`config.mk`:
```
export PLATFORM = sky130hd
export DESIGN_NAME = cacheTop
export DESIGN_NICKNAME = d
export VERILOG_FILES = /design/src/source/cacheTypesPkg.sv /design/src/source/memcTypesPkg.sv /design/src/source/cacheTagTable.sv /design/src/source/cacheAccess.sv /design/src/source/lineTransferFsm.sv /design/src/source/flushSequencer.sv /design/src/source/cacheTop.sv
export VERILOG_INCLUDE_DIRS = /design/src /design/src/source
export SDC_FILE = /design/constraint.sdc
export NUM_CORES = 2
export LEC_CHECK = 0
export BUFFER_PORTS_ARGS = -buffer_cell sky130_fd_sc_hd__buf_2
export CAP_MARGIN = 20
export CORE_ASPECT_RATIO = 0.75
export CORE_MARGIN = 3
export CORE_UTILIZATION = 45
export DETAILED_ROUTE_END_ITERATION = 10
export GPL_ROUTABILITY_DRIVEN = 0
export PLACE_DENSITY = 0.62
export SYNTH_ARGS = -nofsm -noshare
export SYNTH_HDL_FRONTEND = slang
export SYNTH_SLANG_ARGS = --single-unit
```
`constraint.sdc`:
```
create_clock -name clk -period 11.5 [get_ports clk]
set_input_delay 1.15 -clock clk [delete_from_list [all_inputs] [get_ports clk]]
set_output_delay 1.15 -clock clk [all_outputs]
set_load 0.1 [all_outputs]
```
`src/source/cache_defs.svh`:
```
`ifndef CACHE_DEFS_SVH
`define CACHE_DEFS_SVH

// Cache geometry
`define CACHE_SETS 8
`define CACHE_WAYS 4
`define LINE_BYTES_LOG2 5

`define INDEX_BITS ($clog2(`CACHE_SETS))
`define WAY_BITS ($clog2(`CACHE_WAYS))
`define OFFSET_BITS (`LINE_BYTES_LOG2)
`define TAG_BITS (32 - `INDEX_BITS - `OFFSET_BITS)

// Line address, the byte address without its offset
`define LINE_ADDR_BITS (32 - `OFFSET_BITS)

// Top address nibble of the MMIO window
`define MMIO_BASE_HI 4'hF

`endif

```
`src/source/cacheTypesPkg.sv`:
```
`default_nettype none
`include "cache_defs.svh"

package cacheTypesPkg;

    typedef struct packed {
        logic [`TAG_BITS-1:0] tag;
        logic [`INDEX_BITS-1:0] index;
        logic [`OFFSET_BITS-1:0] offset;
    } MemAddr;

    // Location inside the data SRAM
    typedef struct packed {
        logic [32-`WAY_BITS-`INDEX_BITS-`OFFSET_BITS-1:0] pad;
        logic [`WAY_BITS-1:0] way;
        logic [`INDEX_BITS-1:0] index;
        logic [`OFFSET_BITS-1:0] offset;
    } SramAddr;

    // SRAM view on a hit, memory view otherwise
    typedef union packed {
        MemAddr mem;
        SramAddr sram;
    } AccessAddr;

    typedef struct packed {
        logic [`TAG_BITS-1:0] tag;
        logic valid;
        logic dirty;
        logic used;
    } TagEntry;

    typedef struct packed {
        logic valid;
        logic isStore;
        MemAddr addr;
    } AccessReq;

    typedef enum logic [1:0] {
        HIT,
        MMIO,
        MISS
    } AccessOutcome;

    typedef struct packed {
        logic valid;
        AccessOutcome outcome;
        AccessAddr addr;
    } AccessResp;

    typedef struct packed {
        logic [`WAY_BITS-1:0] way;
        logic [`INDEX_BITS-1:0] index;
    } LineLoc;

endpackage

`default_nettype wire

```
`src/source/memcTypesPkg.sv`:
```
`default_nettype none
`include "cache_defs.svh"

package memcTypesPkg;

    typedef enum logic {
        WRITEBACK,
        FILL
    } MemcOp;

    typedef struct packed {
        logic valid;
        MemcOp op;
        cacheTypesPkg::LineLoc sramLine;
        logic [`LINE_ADDR_BITS-1:0] extLine;
    } MemcCmd;

    // Line transfer request into the transfer FSM
    typedef struct packed {
        logic valid;
        logic needWriteback;
        cacheTypesPkg::LineLoc loc;
        logic [`LINE_ADDR_BITS-1:0] newLine;
        logic [`LINE_ADDR_BITS-1:0] oldLine;
    } TransferReq;

endpackage

`default_nettype wire

```
`src/source/cacheTagTable.sv`:
```
`timescale 1ns/1ps
`default_nettype none
`include "cache_defs.svh"

module cacheTagTable (
    input  wire clk,
    input  wire rst,
    input  wire cacheTypesPkg::MemAddr lookupAddr,
    output logic hit,
    output logic [`WAY_BITS-1:0] hitWay,
    output logic [`WAY_BITS-1:0] victimWay,
    output logic victimDirty,
    output logic [`TAG_BITS-1:0] victimTag,
    input  wire cacheTypesPkg::LineLoc hitUpdate,
    input  wire hitUpdateValid,
    input  wire hitIsStore,
    input  wire cacheTypesPkg::LineLoc fillLoc,
    input  wire [`TAG_BITS-1:0] fillTag,
    input  wire fillValid,
    input  wire cacheTypesPkg::LineLoc probeLoc,
    output cacheTypesPkg::TagEntry probeEntry,
    input  wire cacheTypesPkg::LineLoc invalLoc,
    input  wire invalValid
);
    import cacheTypesPkg::*;

    TagEntry tagTable [`CACHE_SETS][`CACHE_WAYS];

    logic freeFound;
    logic [`WAY_BITS-1:0] freeWay;
    logic [`WAY_BITS-1:0] staleWay;

    always_comb begin
        hit = 1'b0;
        hitWay = '0;
        freeFound = 1'b0;
        freeWay = '0;
        staleWay = '0;
        for (int w = 0; w < `CACHE_WAYS; w++) begin
            if (tagTable[lookupAddr.index][w].valid &&
                    tagTable[lookupAddr.index][w].tag == lookupAddr.tag) begin
                hit = 1'b1;
                hitWay = w[`WAY_BITS-1:0];
            end
            // Highest way wins in both scans
            if (!tagTable[lookupAddr.index][w].valid) begin
                freeFound = 1'b1;
                freeWay = w[`WAY_BITS-1:0];
            end
            if (!tagTable[lookupAddr.index][w].used)
                staleWay = w[`WAY_BITS-1:0];
        end
        victimWay = freeFound ? freeWay : staleWay;
    end

    assign victimDirty = tagTable[lookupAddr.index][victimWay].valid &&
        tagTable[lookupAddr.index][victimWay].dirty;
    assign victimTag = tagTable[lookupAddr.index][victimWay].tag;
    assign probeEntry = tagTable[probeLoc.index][probeLoc.way];

    always_ff @(posedge clk) begin
        if (rst) begin
            for (int s = 0; s < `CACHE_SETS; s++)
                for (int w = 0; w < `CACHE_WAYS; w++)
                    tagTable[s][w] <= '0;
        end else begin
            if (hitUpdateValid) begin
                for (int w = 0; w < `CACHE_WAYS; w++)
                    tagTable[hitUpdate.index][w].used <= 1'b0;
                tagTable[hitUpdate.index][hitUpdate.way].used <= 1'b1;
                if (hitIsStore)
                    tagTable[hitUpdate.index][hitUpdate.way].dirty <= 1'b1;
            end
            if (fillValid)
                tagTable[fillLoc.index][fillLoc.way] <=
                    '{tag: fillTag, valid: 1'b1, dirty: 1'b0, used: 1'b0};
            if (invalValid)
                tagTable[invalLoc.index][invalLoc.way] <= '0;
        end
    end

    // Fills come from the transfer FSM, invalidates from the flush walk
    fillInvalDisjoint: assert property (@(posedge clk) disable iff (rst)
        !(fillValid && invalValid && fillLoc == invalLoc))
        else $error("fill and invalidate hit the same line");

endmodule

`default_nettype wire

```
`src/source/cacheAccess.sv`:
```
`timescale 1ns/1ps
`default_nettype none
`include "cache_defs.svh"

module cacheAccess (
    input  wire clk,
    input  wire rst,
    input  wire cacheTypesPkg::AccessReq req,
    output cacheTypesPkg::AccessResp resp,
    input  wire hit,
    input  wire [`WAY_BITS-1:0] hitWay,
    input  wire [`WAY_BITS-1:0] victimWay,
    input  wire victimDirty,
    input  wire [`TAG_BITS-1:0] victimTag,
    output cacheTypesPkg::LineLoc hitUpdate,
    output logic hitUpdateValid,
    output logic hitIsStore,
    output memcTypesPkg::TransferReq xferReq,
    input  wire xferIdle,
    input  wire flushActive
);
    import cacheTypesPkg::*;

    logic isMmio;
    logic isHit;
    logic isMiss;
    AccessOutcome outcome;
    AccessAddr nextAddr;

    always_comb begin
        isMmio = req.addr.tag[`TAG_BITS-1 -: 4] == `MMIO_BASE_HI;
        // No hits while the flush walk owns the tag table
        isHit = !isMmio && hit && !flushActive;
        isMiss = req.valid && !isMmio && !isHit;

        nextAddr.mem = req.addr;
        if (isHit) begin
            outcome = HIT;
            nextAddr.sram = '{pad: '0, way: hitWay, index: req.addr.index,
                offset: req.addr.offset};
        end else if (isMmio) begin
            outcome = MMIO;
        end else begin
            outcome = MISS;
        end

        hitUpdate = '{way: hitWay, index: req.addr.index};
        hitUpdateValid = req.valid && isHit;
        hitIsStore = req.isStore;

        // Miss without a free transfer slot is simply answered and dropped
        xferReq.valid = isMiss && xferIdle && !flushActive;
        xferReq.needWriteback = victimDirty;
        xferReq.loc = '{way: victimWay, index: req.addr.index};
        xferReq.newLine = {req.addr.tag, req.addr.index};
        xferReq.oldLine = {victimTag, req.addr.index};
    end

    always_ff @(posedge clk) begin
        if (rst) begin
            resp.valid <= 1'b0;
        end else begin
            resp.valid <= req.valid;
        end
        resp.outcome <= outcome;
        resp.addr <= nextAddr;
    end

endmodule

`default_nettype wire

```
`src/source/lineTransferFsm.sv`:
```
`timescale 1ns/1ps
`default_nettype none
`include "cache_defs.svh"

module lineTransferFsm (
    input  wire clk,
    input  wire rst,
    input  wire memcTypesPkg::TransferReq accessXfer,
    input  wire memcTypesPkg::TransferReq flushXfer,
    output memcTypesPkg::MemcCmd memcCmd,
    input  wire memcDone,
    output logic xferIdle,
    output cacheTypesPkg::LineLoc fillLoc,
    output logic [`TAG_BITS-1:0] fillTag,
    output logic fillValid
);
    import cacheTypesPkg::*;
    import memcTypesPkg::*;

    typedef enum logic [1:0] {
        IDLE,
        WRITEBACK_WAIT,
        FILL_WAIT,
        FLUSH_WAIT
    } XferState;

    XferState state;
    LineLoc heldLoc;
    logic [`LINE_ADDR_BITS-1:0] heldNewLine;

    assign xferIdle = state == IDLE;
    assign fillValid = state == FILL_WAIT && memcDone;
    assign fillLoc = heldLoc;
    assign fillTag = heldNewLine[`LINE_ADDR_BITS-1 -: `TAG_BITS];

    always_ff @(posedge clk) begin
        if (rst) begin
            state <= IDLE;
            memcCmd.valid <= 1'b0;
        end else begin
            memcCmd.valid <= 1'b0;
            case (state)
                IDLE: begin
                    if (accessXfer.valid) begin
                        heldLoc <= accessXfer.loc;
                        heldNewLine <= accessXfer.newLine;
                        memcCmd.valid <= 1'b1;
                        memcCmd.sramLine <= accessXfer.loc;
                        if (accessXfer.needWriteback) begin
                            memcCmd.op <= WRITEBACK;
                            memcCmd.extLine <= accessXfer.oldLine;
                            state <= WRITEBACK_WAIT;
                        end else begin
                            memcCmd.op <= FILL;
                            memcCmd.extLine <= accessXfer.newLine;
                            state <= FILL_WAIT;
                        end
                    end else if (flushXfer.valid) begin
                        memcCmd.valid <= 1'b1;
                        memcCmd.op <= WRITEBACK;
                        memcCmd.sramLine <= flushXfer.loc;
                        memcCmd.extLine <= flushXfer.oldLine;
                        state <= FLUSH_WAIT;
                    end
                end
                WRITEBACK_WAIT: begin
                    // Victim is out, refill the same SRAM line
                    if (memcDone) begin
                        memcCmd.valid <= 1'b1;
                        memcCmd.op <= FILL;
                        memcCmd.sramLine <= heldLoc;
                        memcCmd.extLine <= heldNewLine;
                        state <= FILL_WAIT;
                    end
                end
                FILL_WAIT, FLUSH_WAIT: begin
                    if (memcDone)
                        state <= IDLE;
                end
                default: state <= IDLE;
            endcase
        end
    end

    singleRequester: assert property (@(posedge clk) disable iff (rst)
        !(accessXfer.valid && flushXfer.valid))
        else $error("access and flush transfers requested together");

    doneOnlyWhenBusy: assert property (@(posedge clk) disable iff (rst)
        memcDone |-> state != IDLE)
        else $error("memcDone without an outstanding command");

endmodule

`default_nettype wire

```
`src/source/flushSequencer.sv`:
```
`timescale 1ns/1ps
`default_nettype none
`include "cache_defs.svh"

module flushSequencer (
    input  wire clk,
    input  wire rst,
    input  wire fence,
    output logic fenceBusy,
    output logic flushActive,
    output cacheTypesPkg::LineLoc probeLoc,
    input  wire cacheTypesPkg::TagEntry probeEntry,
    output cacheTypesPkg::LineLoc invalLoc,
    output logic invalValid,
    output memcTypesPkg::TransferReq flushXfer,
    input  wire xferIdle
);
    typedef enum logic [1:0] {
        IDLE,
        WAIT_IDLE,
        WALK,
        DRAIN
    } FlushState;

    FlushState state;
    logic [`INDEX_BITS+`WAY_BITS-1:0] walkPos;
    logic needWb;
    logic step;

    assign fenceBusy = state != IDLE;
    assign flushActive = fenceBusy;

    always_comb begin
        // Set in the upper bits, so all ways of a set go first
        probeLoc.index = walkPos[`INDEX_BITS+`WAY_BITS-1 -: `INDEX_BITS];
        probeLoc.way = walkPos[`WAY_BITS-1:0];
        invalLoc = probeLoc;

        needWb = probeEntry.valid && probeEntry.dirty;
        step = state == WALK && (!needWb || xferIdle);
        invalValid = step;

        flushXfer.valid = step && needWb;
        flushXfer.needWriteback = 1'b1;
        flushXfer.loc = probeLoc;
        flushXfer.newLine = '0;
        flushXfer.oldLine = {probeEntry.tag, probeLoc.index};
    end

    always_ff @(posedge clk) begin
        if (rst) begin
            state <= IDLE;
            walkPos <= '0;
        end else begin
            case (state)
                IDLE: begin
                    if (fence)
                        state <= WAIT_IDLE;
                end
                WAIT_IDLE: begin
                    if (xferIdle) begin
                        walkPos <= '0;
                        state <= WALK;
                    end
                end
                WALK: begin
                    if (step) begin
                        walkPos <= walkPos + 1'b1;
                        if (&walkPos)
                            state <= DRAIN;
                    end
                end
                // Last writeback still in flight
                DRAIN: begin
                    if (xferIdle)
                        state <= IDLE;
                end
                default: state <= IDLE;
            endcase
        end
    end

endmodule

`default_nettype wire

```
`src/source/cacheTop.sv`:
```
`timescale 1ns/1ps
`default_nettype none
`include "cache_defs.svh"

module cacheTop (
    input  wire clk,
    input  wire rst,
    input  wire cacheTypesPkg::AccessReq req,
    output cacheTypesPkg::AccessResp resp,
    input  wire fence,
    output logic fenceBusy,
    output memcTypesPkg::MemcCmd memcCmd,
    input  wire memcDone
);
    import cacheTypesPkg::*;
    import memcTypesPkg::*;

    logic hit;
    logic [`WAY_BITS-1:0] hitWay;
    logic [`WAY_BITS-1:0] victimWay;
    logic victimDirty;
    logic [`TAG_BITS-1:0] victimTag;

    LineLoc hitUpdate;
    logic hitUpdateValid;
    logic hitIsStore;

    LineLoc fillLoc;
    logic [`TAG_BITS-1:0] fillTag;
    logic fillValid;

    LineLoc probeLoc;
    TagEntry probeEntry;
    LineLoc invalLoc;
    logic invalValid;

    TransferReq accessXfer;
    TransferReq flushXfer;
    logic xferIdle;
    logic flushActive;

    cacheTagTable tagTable0 (
        .clk(clk),
        .rst(rst),
        .lookupAddr(req.addr),
        .hit(hit),
        .hitWay(hitWay),
        .victimWay(victimWay),
        .victimDirty(victimDirty),
        .victimTag(victimTag),
        .hitUpdate(hitUpdate),
        .hitUpdateValid(hitUpdateValid),
        .hitIsStore(hitIsStore),
        .fillLoc(fillLoc),
        .fillTag(fillTag),
        .fillValid(fillValid),
        .probeLoc(probeLoc),
        .probeEntry(probeEntry),
        .invalLoc(invalLoc),
        .invalValid(invalValid)
    );

    cacheAccess access0 (
        .clk(clk),
        .rst(rst),
        .req(req),
        .resp(resp),
        .hit(hit),
        .hitWay(hitWay),
        .victimWay(victimWay),
        .victimDirty(victimDirty),
        .victimTag(victimTag),
        .hitUpdate(hitUpdate),
        .hitUpdateValid(hitUpdateValid),
        .hitIsStore(hitIsStore),
        .xferReq(accessXfer),
        .xferIdle(xferIdle),
        .flushActive(flushActive)
    );

    lineTransferFsm xferFsm0 (
        .clk(clk),
        .rst(rst),
        .accessXfer(accessXfer),
        .flushXfer(flushXfer),
        .memcCmd(memcCmd),
        .memcDone(memcDone),
        .xferIdle(xferIdle),
        .fillLoc(fillLoc),
        .fillTag(fillTag),
        .fillValid(fillValid)
    );

    flushSequencer flush0 (
        .clk(clk),
        .rst(rst),
        .fence(fence),
        .fenceBusy(fenceBusy),
        .flushActive(flushActive),
        .probeLoc(probeLoc),
        .probeEntry(probeEntry),
        .invalLoc(invalLoc),
        .invalValid(invalValid),
        .flushXfer(flushXfer),
        .xferIdle(xferIdle)
    );

endmodule

`default_nettype wire

```
-- Word-level counts from Yosys, hierarchy flattened
Memory sizes are Yosys's and may differ from the RTL's. A register that Yosys moved wholly into a read port is not among the register bits.
Index checks and enable logic that the tools add are counted.
- bits in registers: 110
- bits in writable memories: 864
- bits of input ports: 38
- output and inout port bits: 70
- memories kept: 1
- memories (memory ; words ; bits a word ; rd ports ; clocked after Yosys merged registers in ; wr ports ; RTL line ; RTL):
    tagTable0.tagTable ; 8 ; 108 ; 2 ; 1 ; 8 ; cacheTagTable.sv:27 ; TagEntry tagTable [`CACHE_SETS][`CACHE_WAYS];
- $add $sub $neg: 1
- magnitude comparators: 7
- equality and inequality tests: 20
- muxes and demuxes: 194
- bitwise logic cells: 441
- reductions and logical operators: 39
- operators with widths (kind ; count):
    108-bit two-way mux ; 10
    108-bit OR reduction ; 3
    1-bit bitwise AND ; 216
    27-bit demux with 2-bit select ; 4
    27-bit two-way mux ; 7
    1-bit two-way mux ; 137
    1-bit bitwise OR ; 112
    1-bit NOT ; 109
    27-bit binary-select mux with 2-bit select ; 2
    34-bit two-way mux ; 3
    24-bit equality test ; 4
    34-bit case mux with 2 select lines ; 1
    2-bit two-way mux ; 19
    1-bit logical AND ; 19
    3-bit two-way mux ; 5
    3-bit greater-or-equal comparator (second input constant) ; 4
    2-bit inequality test (second input constant) ; 6
    2-bit NOT with 3-bit output ; 4
    10-bit two-way mux ; 1
    5-bit two-way mux ; 2
    5-bit case mux with 2 select lines ; 1
    5-bit AND reduction ; 2
    3-bit by 1-bit < comparator with 1-bit output (second input constant) ; 3
    3-bit AND reduction ; 3
    15 further kinds ; 25

-- Logic depth before layout (Yosys ltp)
An unclocked memory read counts as a cell.
- depth after elaboration: 18
- gate-level depth with buffers: 19
- depth with buffers taken out: 10

-- By module
Synthesis repeated with hierarchy kept, for this count alone.
- cell total of the unflattened synthesis: 5620
- area total of the unflattened synthesis: 53830.4 µm²
- by module, submodules not included (module ; times used ; cells each ; area an instance (µm²) ; sequential area each (µm²)):
    cacheTagTable ; 1 ; 5116 ; 48067.4 ; 17296.6
    lineTransferFsm ; 1 ; 248 ; 3279.4 ; 2011.9
    cacheAccess ; 1 ; 136 ; 1481.4 ; 700.7
    flushSequencer ; 1 ; 120 ; 1002.2 ; 140.1

-- Least setup slack after synthesis
Ideal clock, no wire load.
- kind: input -> register
- start point: in req[5] in the netlist's numbering
- end point: reg, netlist name xferFsm0.memcCmd[0]
- library setup time: 580 ps
- arrival time: 8334 ps
- data required time: 10920 ps
- slack: 2586 ps
- stages on the path: 12
- buffers on the path: 4
- cells stage by stage: buf_6 > buf_6 > buf_6 > buf_4 > mux4_2 > mux2i_1 > inv_1 > nand4_1 > nor4_2 > a2111oi_4 > nand2_2 > a2111oi_0
- longest elaborated chain between the ends: 15
- elaborated cells between the ends (all ways): 21
- those cells by class: 5 x eq/ne; 4 x mux; 11 x reduce/logical; 1 x memory
- RTL lines (what ; RTL line ; RTL):
    from (decl) ; cacheTop.sv:8 ; input wire cacheTypesPkg::AccessReq req,
    memory read 8 x 108 bit * ; -- ;
    24-bit equality test ; cacheTagTable.sv:41 ; tagTable[lookupAddr.index][w].tag == lookupAddr.tag) begin
    1-bit logical AND ; cacheTagTable.sv:40 ; if (tagTable[lookupAddr.index][w].valid &&
    1-bit two-way mux (3 in series) ; cacheTagTable.sv:40 ;
    1-bit two-way mux * ; cacheTagTable.sv:40 ;
    1-bit logical AND * (2 in series) ; cacheAccess.sv:33 ; isHit = !isMmio && hit && !flushActive;
    1-bit logical NOT * ; cacheAccess.sv:34 ; isMiss = req.valid && !isMmio && !isHit;
    1-bit logical AND * ; cacheAccess.sv:34 ;
    1-bit logical AND * (2 in series) ; cacheAccess.sv:52 ; xferReq.valid = isMiss && xferIdle && !flushActive;
    3-bit by 1-bit inequality test with 1-bit output (no line) * ; -- ;
    4-bit AND reduction (no line) * ; -- ;
Every way passes the cells marked *; elsewhere a longest branch is shown, timed or not.
A chain may end at the register's enable or synchronous reset.

-- Worst setup path after layout
- start point: in req[6] in the netlist's numbering
- end point: reg xferFsm0.heldNewLine[26], enable pin
- longest elaborated chain between the ends: 14
- elaborated cells between the ends (all ways): 20
- those cells by class: 4 x eq/ne; 4 x mux; 11 x reduce/logical; 1 x memory
- RTL lines (what ; RTL line ; RTL):
    memory read 8 x 108 bit * ; -- ;
    24-bit equality test ; cacheTagTable.sv:41 ;
    1-bit logical AND ; cacheTagTable.sv:40 ;
    1-bit two-way mux (3 in series) ; cacheTagTable.sv:40 ;
    1-bit two-way mux * ; cacheTagTable.sv:40 ;
    1-bit logical AND * (2 in series) ; cacheAccess.sv:33 ;
    1-bit logical NOT * ; cacheAccess.sv:34 ;
    1-bit logical AND * ; cacheAccess.sv:34 ;
    1-bit logical AND * (2 in series) ; cacheAccess.sv:52 ;
    3-bit AND reduction (no line) * ; -- ;
    to (signal assigned) ; lineTransferFsm.sv:46 ; heldNewLine <= accessXfer.newLine;
    to (decl) ; lineTransferFsm.sv:29 ; logic [`LINE_ADDR_BITS-1:0] heldNewLine;
Marked as above.

==> impl_metrics.toml <==
[clock_network]
cts.sinks = 963
hold_buffers = 0
cts_tree = "built"
post_cts_resized = 0
clk_latency_ps = 730
clock_path_buffers = 3
root_buffer = "clkbuf_16"
cts.clk_slew.worst_paths_ps = 60
post_cts_buffers = 0
cts_htree_levels = 3
cts_made_buffers = 100

[power_and_ir_drop]
power_density_mw_per_mm2 = 150
p_leak_uw = 0.0217
peakVddDrop_v = 0.000150

[place]
port_buffers = 107
dp_hpwl_um = 137000

[setup_path]
cp_top_family = "simple AND/OR/NAND/NOR gates"
path_common_cell = "buf_4"
required_ps = 11850
critPathArrivalTime_ps = 7150
crit_path_start_kind = "input port"
end_kind = "flop"
crit_type = "in -> reg"
critical_path.cell_chain = "buf_4 > buf_4 > or2_2 > buf_4 > o22ai_1 > nor3_1 > nor3_1 > nand4_1 > nor4_4 > a2111oi_4 > buf_4 > nand2_2 > nor2_4"
cpMaxStageDelayCell = "nor2_4"
worst-path-buf-inv = 4
max_stage_delay_ps = 1090
crit_path_max_fanout = 35

[global_routing]
grt_antenna_before_repair = 19
grt_pass1_vias = 37200
grtUsageTotal_pct = 34.3
gr-total-overflow = 0
grt_pass1_wl_um = 296000
grt_max_degree = 113

[timing]
finalSetupTns_ps = 0
post-route-min-period_ps = 6800
timing.hold.ws_ps = 475
fmax_ghz = 0.147
rsz0062_at_grt = "no"
hold_violations = 0
skew_ps = 31.9
setup_viol = 0
tightest_slew_ps = 1260
maxSlewHeadroom_pct = 15.9
min_period_over_period_pct = 59.2
drv_slew = 0

[synth]
ys.flop_type = "edfxtp_1"
async_reset_ff_share_pct = 0
synth_edf_count = 827
synth_seq_area_share_pct = 51.7
ys_types = 91
syn_area_mm2 = 0.0533
synth_warnings = 0
synth_seq_cells = 963
synthCells = 4132
syn-num-nets = 4180
avgSynthCellArea_um2 = 12.9

[routing]
dr_total_vias = 40100
totalWireLength_um = 215000
drt_iter0_drc = 7688
avgRoutedWirePerCell_um = 37.8
drcViolationCount = 0
ant_nets = 0
viasPerCell = 7.04
drtPass1Iterations = 10

[finish]
fin_nets = 4109
layout_commonest_cell = "edfxtp_1"
area_growth_pct = 10.3
ff_latch_area_mm2 = 0.0276
final_cell_mix = "827 x edfxtp_1, 582 x and2_1, 328 x mux4_2"
n_fill_cell = 9914
drive_gt1_share_pct = 25.4
multi_input_area_mm2 = 0.0241

[die]
die_x_um = 403
start_util_pct = 45.7
die_y_um = 304
die_area_mm2 = 0.123
coreArea_mm2 = 0.117
ios = 108
row_count = 108

[flow_run]
maxCapViolCount = 0

[status]
status = "finished clean"

[hold_path]
hold_path.class = "reg -> reg"
layer usage:
| layer | vias to the layer above | wire length (um) | GRT usage, % |
|---|---|---|---|
| li1 | 15700 | - | - |
| met1 | 20200 | 81200 | 48.0 |
| met2 | 3559 | 87700 | 46.8 |
| met5 | - | 89 | 0 |
| met3 | 664 | 34900 | 13.4 |
| met4 | 10 | 11700 | 15.7 |
where the power goes:
part | switching (uW) | internal (uW) | leakage, uW | total (uW)
registers | 150 | 3960 | 0.00958 | 4110
clock network | 1490 | 1820 | 0.00159 | 3310
logic | 1050 | 364 | 0.0105 | 1420
sequential cells by signal (all words and copies together) (netlist names), named ones only:
name                  count
access0.resp             35
flush0.state              2
flush0.walkPos            5
tagTable0.tagTable      856
xferFsm0.fillLoc          4
xferFsm0.heldNewLine     25
xferFsm0.memcCmd         31
xferFsm0.state            2
synthesized netlist by cell type (all sizes together) (43+ instances only):
cell type / n / area, um^2
nor2: 116 / 435
edfxtp: 827 / 24800
and2: 582 / 3640
nand3: 51 / 255
a21oi: 82 / 414
buf: 140 / 943
o22ai: 91 / 582
and3: 227 / 1420
o21ai: 91 / 455
mux4: 328 / 7390
mux2i: 147 / 1480
mux2: 193 / 2170
nand2: 244 / 918
nor3: 75 / 392
clkbuf: 268 / 1010
dfxtp: 136 / 2720
a31oi: 43 / 284
tightest hold or removal path, stage by stage (launching register included):
cell	delay, ps
dfxtp_1	310
o311ai_1	60
a21oi_1	60
worst paths after layout:
kind | start | endpoint | slack [ps] | cells past startpoint
max | req[6] | xferFsm0.heldNewLine[26] | 4700 | 13
min | tagTable0.tagTable[6][0] | tagTable0.tagTable[6][0] | 470 | 2
max reg2reg | flop | tagTable0.tagTable[2][98] | 5660 | 11
min reg2reg | tagTable0.tagTable[6][0] | tagTable0.tagTable[6][0] | 470 | 2
kinds of logic (layout without fill, tap and decap cells):
group,Yosys count,in the layout,synth area share (%)
AO/OA/AOI/OAI,535,535,6.92
XOR/XNOR,49,49,0.805
adder cells (fa/ha/maj),10,10,0.235
buffers and inverters,434,449,3.85
flip-flops,963,963,51.7
multiplexers,668,668,20.7
other,0,13,0
AND/OR/NAND/NOR,1473,1473,15.8
final cells by class:
| type | instances | area share (%) |
|---|---|---|
| well taps | 1540 | 3.28 |
| clock inverters | 48 | 0.679 |
| repair buffers | 235 | 3.06 |
| clock buffers | 140 | 4.79 |
| inverters | 26 | 0.166 |
| flip-flops and latches | 963 | 46.9 |
| multi-input cells | 2735 | 41.1 |
| diodes | 13 | 0.0553 |
per-stage QoR:
step	cells	power, uW	util [%]	worst slack [ps]	instance area [um^2]
final	5700	8840	50.4	4700	58800
after CTS	5672	8760	50.1	4960	58500
after global routing	5690	9000	50.4	4780	58800
after floorplan	4132	4980	-	2590	53300
after detailed placement	5484	5510	47.4	4210	55200
after global placement	5480	5500	47.3	4110	55100
No activity file was read; power rests on OpenSTA's default activity.
